## src/bnn_settings.svh

```systemverilog
`ifndef BNN_SETTINGS_SVH
`define BNN_SETTINGS_SVH

// ==================================================
// network dimensions
// ==================================================

`define BNN_FEAT_CNT    11 // input features.
`define BNN_FEAT_BITS   4  // unsigned width of one feature.
`define BNN_HIDDEN_CNT  40 // binary hidden neurons.
`define BNN_CLASS_CNT   6  // output classes.

// ==================================================
// derived widths
// ==================================================

`define BNN_SCORE_BITS  6  // holds 0 to 40 agreeing bits.
`define BNN_CLASS_BITS  3  // index of classes 0 to 5.
`define BNN_SUM_BITS    9  // signed neuron sum, -165 to +165.

`endif

```

## src/bnn_weights.svh

```systemverilog
`ifndef BNN_WEIGHTS_SVH
`define BNN_WEIGHTS_SVH

// ==================================================
// hidden layer sign weights
// ==================================================
// neuron n sits in bits [11*n +: 11], feature f at bit f of that group.
// a 1 adds the feature, a 0 subtracts it.
// rows are written from neuron 39 down to neuron 0.

`define BNN_HIDDEN_WEIGHTS { \
    11'b11101100111, \
    11'b11110010010, \
    11'b11001100100, \
    11'b11011110110, \
    11'b11111110110, \
    11'b10110110001, \
    11'b01100010011, \
    11'b00001110001, \
    11'b01001010100, \
    11'b10000111110, \
    11'b00111010011, \
    11'b00110101000, \
    11'b11010100001, \
    11'b10111001100, \
    11'b00000111100, \
    11'b01100111000, \
    11'b11100000001, \
    11'b01101011101, \
    11'b11101111111, \
    11'b00010111011, \
    11'b00010101100, \
    11'b11111100000, \
    11'b10101001110, \
    11'b01010011110, \
    11'b11101110111, \
    11'b00101010011, \
    11'b01110001101, \
    11'b11111000101, \
    11'b11011110000, \
    11'b10000000110, \
    11'b11111010111, \
    11'b00110110000, \
    11'b10100101110, \
    11'b11100011001, \
    11'b10101011011, \
    11'b00100000111, \
    11'b10100000101, \
    11'b00011001000, \
    11'b00111000000, \
    11'b00110011000  \
}

// ==================================================
// output layer sign weights
// ==================================================
// class c sits in bits [40*c +: 40], hidden bit h at bit h of that group.
// a 1 counts the hidden bit when set, a 0 counts it when clear.
// rows are written from class 5 down to class 0.

`define BNN_OUTPUT_WEIGHTS { \
    40'b1010111101_0101011110_1111010101_0001011110, \
    40'b0110111011_0011111110_0100111101_0010001110, \
    40'b1000101011_1111011110_0101010100_1011000101, \
    40'b1010111000_1101100010_0010000100_1000000011, \
    40'b1100011010_0000011011_1000000111_0100111101, \
    40'b0010001011_1100000011_0111000001_0000111001  \
}

`endif

```

## src/bnn_pkg.sv

```systemverilog
`include "bnn_settings.svh"

package bnn_pkg;

    // ==================================================
    // input side
    // ==================================================

    typedef logic [`BNN_FEAT_BITS-1:0] feature_t;

    // feature 0 in the low bits.
    typedef feature_t [`BNN_FEAT_CNT-1:0] feature_vec_t;

    // ==================================================
    // hidden and output side
    // ==================================================

    typedef logic signed [`BNN_SUM_BITS-1:0] neuron_sum_t;

    typedef logic [`BNN_HIDDEN_CNT-1:0] hidden_t;

    typedef logic [`BNN_SCORE_BITS-1:0] score_t;

    typedef score_t [`BNN_CLASS_CNT-1:0] score_vec_t;

    typedef logic [`BNN_CLASS_BITS-1:0] class_t;

endpackage

```

## src/bnn_hidden_layer.sv

```systemverilog
`timescale 1ns/1ps

`include "bnn_settings.svh"
`include "bnn_weights.svh"

module bnn_hidden_layer
    import bnn_pkg::*;
(
    input  logic         clk,
    input  logic         reset,
    input  logic         in_valid,
    input  feature_vec_t features,
    output logic         hidden_valid,
    output hidden_t      hidden
);

    localparam logic [`BNN_HIDDEN_CNT*`BNN_FEAT_CNT-1:0] hidden_weights = `BNN_HIDDEN_WEIGHTS;

    hidden_t hidden_next;

    // ==================================================
    // threshold neurons
    // ==================================================

    genvar n;
    generate
        for (n = 0; n < `BNN_HIDDEN_CNT; n++) begin : g_neuron
            neuron_sum_t sum;

            always_comb begin
                sum = '0;
                for (int f = 0; f < `BNN_FEAT_CNT; f++) begin
                    if (hidden_weights[n*`BNN_FEAT_CNT + f]) begin
                        sum = sum + neuron_sum_t'({1'b0, features[f]}); // plus weight.
                    end else begin
                        sum = sum - neuron_sum_t'({1'b0, features[f]}); // minus weight.
                    end
                end
            end

            assign hidden_next[n] = (sum > 0); // zero sum gives 0.
        end
    endgenerate

    // ==================================================
    // stage 1 register
    // ==================================================

    always_ff @(posedge clk) begin
        if (reset) begin
            hidden_valid <= 1'b0;
        end else begin
            hidden_valid <= in_valid;
        end
    end

    always_ff @(posedge clk) begin
        if (in_valid) begin
            hidden <= hidden_next;
        end
    end

    // strobe must settle once reset has been applied.
    a_hidden_valid_known : assert property (
        @(posedge clk) disable iff (reset)
        !$isunknown(hidden_valid)
    );

endmodule

```

## src/bnn_output_layer.sv

```systemverilog
`timescale 1ns/1ps

`include "bnn_settings.svh"
`include "bnn_weights.svh"

module bnn_output_layer
    import bnn_pkg::*;
(
    input  hidden_t    hidden,
    output score_vec_t scores
);

    localparam logic [`BNN_CLASS_CNT*`BNN_HIDDEN_CNT-1:0] output_weights = `BNN_OUTPUT_WEIGHTS;

    // ==================================================
    // agreement counts
    // ==================================================

    genvar c;
    generate
        for (c = 0; c < `BNN_CLASS_CNT; c++) begin : g_class
            hidden_t agree;
            score_t  count;

            // xnor marks hidden bits that match the class sign.
            assign agree = ~(hidden ^ output_weights[c*`BNN_HIDDEN_CNT +: `BNN_HIDDEN_CNT]);

            always_comb begin
                count = '0;
                for (int h = 0; h < `BNN_HIDDEN_CNT; h++) begin
                    count = count + score_t'(agree[h]); // popcount.
                end
            end

            assign scores[c] = count;
        end
    endgenerate

endmodule

```

## src/bnn_argmax.sv

```systemverilog
`timescale 1ns/1ps

`include "bnn_settings.svh"

module bnn_argmax
    import bnn_pkg::*;
(
    input  logic       clk,
    input  logic       reset,
    input  logic       hidden_valid,
    input  score_vec_t scores,
    output logic       out_valid,
    output class_t     prediction
);

    class_t best_idx;
    score_t best_score;
    score_t win_score;

    // ==================================================
    // scan for the largest score
    // ==================================================

    always_comb begin
        best_idx   = '0;
        best_score = scores[0];
        for (int c = 1; c < `BNN_CLASS_CNT; c++) begin
            if (scores[c] > best_score) begin // strict, so ties keep the lower index.
                best_idx   = class_t'(c);
                best_score = scores[c];
            end
        end
    end

    // ==================================================
    // stage 2 register
    // ==================================================

    always_ff @(posedge clk) begin
        if (reset) begin
            out_valid <= 1'b0;
        end else begin
            out_valid <= hidden_valid;
        end
    end

    always_ff @(posedge clk) begin
        if (hidden_valid) begin
            prediction <= best_idx;
            win_score  <= best_score;
        end
    end

    a_prediction_range : assert property (
        @(posedge clk) disable iff (reset)
        out_valid |-> (prediction < `BNN_CLASS_CNT)
    );

    // winner checked against every score of the cycle it was taken from.
    genvar k;
    generate
        for (k = 0; k < `BNN_CLASS_CNT; k++) begin : g_win_check
            a_winner_max : assert property (
                @(posedge clk) disable iff (reset)
                out_valid |-> (win_score >= $past(scores[k]))
            );
        end
    endgenerate

endmodule

```

## src/bnn_classifier.sv

```systemverilog
`timescale 1ns/1ps

module bnn_classifier
    import bnn_pkg::*;
(
    input  logic         clk,
    input  logic         reset,
    input  logic         in_valid,
    input  feature_vec_t features,
    output logic         out_valid,
    output class_t       prediction
);

    logic       hidden_valid;
    hidden_t    hidden;
    score_vec_t scores;

    // ==================================================
    // stage 1
    // ==================================================

    bnn_hidden_layer i_bnn_hidden_layer (
        .clk          (clk),
        .reset        (reset),
        .in_valid     (in_valid),
        .features     (features),
        .hidden_valid (hidden_valid),
        .hidden       (hidden)
    );

    // ==================================================
    // stage 2
    // ==================================================

    // scores are combinational from the stage 1 register.
    bnn_output_layer i_bnn_output_layer (
        .hidden (hidden),
        .scores (scores)
    );

    bnn_argmax i_bnn_argmax (
        .clk          (clk),
        .reset        (reset),
        .hidden_valid (hidden_valid),
        .scores       (scores),
        .out_valid    (out_valid),
        .prediction   (prediction)
    );

endmodule

```

## config.mk

```make
export PLATFORM = sky130hd
export DESIGN_NAME = bnn_classifier
export DESIGN_NICKNAME = d
export VERILOG_FILES = /design/src/bnn_pkg.sv /design/src/bnn_hidden_layer.sv /design/src/bnn_output_layer.sv /design/src/bnn_argmax.sv /design/src/bnn_classifier.sv
export VERILOG_INCLUDE_DIRS = /design/src
export SDC_FILE = /design/constraint.sdc
export NUM_CORES = 2
export LEC_CHECK = 0
export ABC_AREA = 0
export BUFFER_PORTS_ARGS = -buffer_cell sky130_fd_sc_hd__buf_2
export CAP_MARGIN = 10
export CORE_MARGIN = 4
export CORE_UTILIZATION = 60
export DETAILED_ROUTE_END_ITERATION = 12
export GPL_ROUTABILITY_DRIVEN = 0
export PLACE_DENSITY = 0.86
export SETUP_SLACK_MARGIN = 0.5
export SKIP_CTS_REPAIR_TIMING = 1
export SLEW_MARGIN = 20
export SYNTH_ARGS = -nofsm -noshare
export SYNTH_HDL_FRONTEND = slang
export SYNTH_SLANG_ARGS = --single-unit
```

## constraint.sdc

```tcl
create_clock -name clk -period 13.25 [get_ports clk]
set_input_delay 1.325 -clock clk [delete_from_list [all_inputs] [get_ports clk]]
set_output_delay 1.325 -clock clk [all_outputs]
set_load 0.01 [all_outputs]
```

==> impl_metrics.tcl <==
set metrics [dict create \
    status "complete, no violations" \
    overflow 0 \
    drtAntennaViolNets 0 \
    num_io_pins 51 \
    cts_root_buf "clkbuf_16" \
    synth.area.top_cells "fa_1, ha_1, inv_1" \
    clk_path_buf_depth 2 \
    ys_types 70 \
    synth_most_common_cell "inv_1" \
    yosys.area_share.simple_pct 5.43 \
    cts_max_level 2 \
    whs_endpoint "i_bnn_argmax.prediction[2]" \
    die_h_um 287 \
    synth_flop_cell "edfxtp_1" \
    rows 102 \
    nets 6819 \
    hp-class "flop to flop" \
    rsz0062_at_grt "false" \
    worstReg2RegEnd "i_bnn_argmax.prediction[1]" \
    tns_ns 0 \
    synth_top_family_by_area "adder cells" \
    pre_cts_ws_ns 0.0298 \
    cts_made_buffers 5 \
    cts.clk_slew.worst_paths_ns 0.08 \
    fin_ws_ns 0.607 \
    drt_wl_total_um 144000 \
    drtIter0Drc 3382 \
    critPathMostFrequentCell "fa_1" \
    cts_tree "built" \
    finalMaxSlewViolations 0 \
    period_minus_slack_ns 12.64 \
    syn_inst 4915 \
    cpPeakStageDelay_ns 0.57 \
    start_util_pct 60.4 \
    finClkSkew_ns 0.00451 \
    yosys.area_share.xor_xnor_pct 9.12 \
    hold_slack_ns 0.566 \
    fin_crit_sh_pct 95.4 \
    synthAdderAreaFrac_pct 61.5 \
    seq_area_mm2 0.00133 \
    ys_ff_latch 45 \
    dp_hpwl_um 118000 \
    yosys.area.top_type "fa_1" \
    postSynthAreaPerCell_um2 9.50 \
    vias 35877 \
    worstMarginPinSlew_ns 1.14 \
    grt_max_degree 42 \
    synth_top_area_share_pct 39.1 \
    synth_edf_count 43 \
    drive_above_1_share_pct 4.04 \
    clock_sinks 45 \
    grt_pass1_vias 37932 \
    wl_per_cell_um 23.6 \
    final_hold_viol_count 0 \
    yosysSeqAreaShare_pct 2.85 \
    worstSetupPathType "flop to flop" \
    rrSetupSlack_ns 0.61 \
    crit_slowest_cell "fa_1" \
    async_flop_share_pct 0 \
    finalSetupViolCount 0 \
    drt_first_pass_iters 8 \
    cp_data_required_time_ns 13.41 \
    timing.rr.start "i_bnn_hidden_layer.hidden[1]" \
    cp-end-kind "flop" \
    viasPerCell 5.90 \
    port_buffers 50 \
    worstHoldStart "i_bnn_hidden_layer.hidden_valid" \
    grt_use_total_pct 34.9 \
    crit_arrival_ns 12.80 \
    nFillCells 5752 \
    synthMuxAreaShare_pct 0.402 \
    dieArea_mm2 0.0824 \
    yosys_warnings 0 \
    drcViolationCount 0 \
    insertion_delay_ns 0.30 \
    worstSetupStartpointType "flop" \
    die_x_um 287 \
    slew_headroom_pct 24.0 \
    yosys-top-cells-count "inv_1, fa_1, ha_1" \
    synth_compound_area_share_pct 9.10 \
    cap_violations 0 \
    holdPathStages 0 \
    multi_input_area_mm2 0.0402 \
    worstPathMaxFanout 8 \
    fin_util_pct 63.6 \
    core_area_mm2 0.0773 \
    netlist_area_mm2 0.0467 \
    max_freq_mhz 79.1 \
    antenna_found_initial 13 \
    area_delta_synth_final_pct 5.32 \
    grt_pass1_wl_um 215000 \
    syn-num-nets 6705 \
    reg2regPathDepth 60 \
]
==> state kept, by name, summed over array words and instances, names as in the netlist <==
name / count
i_bnn_hidden_layer.hidden: 40
i_bnn_hidden_layer.hidden_valid: 1
i_bnn_argmax.prediction: 3
i_bnn_argmax.out_valid: 1
==> area by class of cell <==
class                   instances  area share (%)
repair buffers                127            1.69
multi-input cells            3431            81.7
clock buffers                   6           0.262
flip-flops and latches         45            2.71
clock inverters                 2          0.0788
inverters                    1419            10.8
diodes                         10          0.0509
well taps                    1040            2.65
==> metrics by stage <==
stage                     std cells  area, um2
after global placement         6046      48600
after global routing           6070      49200
final                          6080      49200
after CTS                      6054      48800
after detailed placement       6046      48600
after floorplan                4915      46700
==> how the worst max path moves through the flow <==
stage                                       startpoint                    endpoint  cells after the start
after floorplan           i_bnn_hidden_layer.hidden[1]  i_bnn_argmax.prediction[0]                     61
after global placement    i_bnn_hidden_layer.hidden[1]  i_bnn_argmax.prediction[0]                     59
after detailed placement  i_bnn_hidden_layer.hidden[1]  i_bnn_argmax.prediction[0]                     59
after CTS                 i_bnn_hidden_layer.hidden[1]  i_bnn_argmax.prediction[0]                     57
after global routing      i_bnn_hidden_layer.hidden[1]  i_bnn_argmax.prediction[1]                     59
final                     i_bnn_hidden_layer.hidden[1]  i_bnn_argmax.prediction[1]                     60
==> cells by family after synthesis <==
logic type	Yosys count
xor gates and xnor gates	484
AOI/OAI and AO/OA	676
and+or+nand+nor	503
buffers and inverters	1439
DFF	45
muxes	18
adders and majority gates	1750
==> worst max-delay path: cells and delay by family (launching register included) <==
kind	cells	cell delay, ns
xor+xnor	1	0.18
flops	1	0.40
simple gates	14	1.51
compound gates	19	3.29
fa+ha+maj	15	6.06
mux	1	0.18
buf+inv	10	0.88
==> metal layers <==
layer	global-route usage [%]	vias to the layer above	routed length, um
met2	52.0	2321	59700
li1	-	15336	-
met3	14.7	951	20500
met5	0	-	82
met4	27.9	12	15900
met1	39.4	17257	47300
==> cell usage in the layout, fill, tap and decap left out, types with 5 or more instances in the layout <==
master,instances
inv_1,1413
fa_1,908
ha_1,826
xnor2_1,329
a21oi_1,280
nor2_1,188
xor2_1,149
a21o_1,148
o21bai_1,83
buf_4,76
nand2_1,66
o21ai_0,61
nor2b_1,60
buf_2,50
nand2b_1,43
edfxtp_1,43
nor4_1,29
nor3_1,24
o21a_1,18
nand4b_1,13
nand3_1,11
mux2i_1,11
diode_2,10
or3_1,9
nand3b_1,9
a31oi_1,9
o21ai_1,8
or4_1,8
nand4_1,7
a41oi_1,7
and3_1,7
a21oi_2,6
inv_2,6
o211ai_1,6
xnor2_2,5
maj3_1,5
mux2_2,5
fa_2,5
clkbuf_16,5
Power is not shown: default switching activity piles up to over one toggle a cycle in this logic, so the estimate is an artifact.
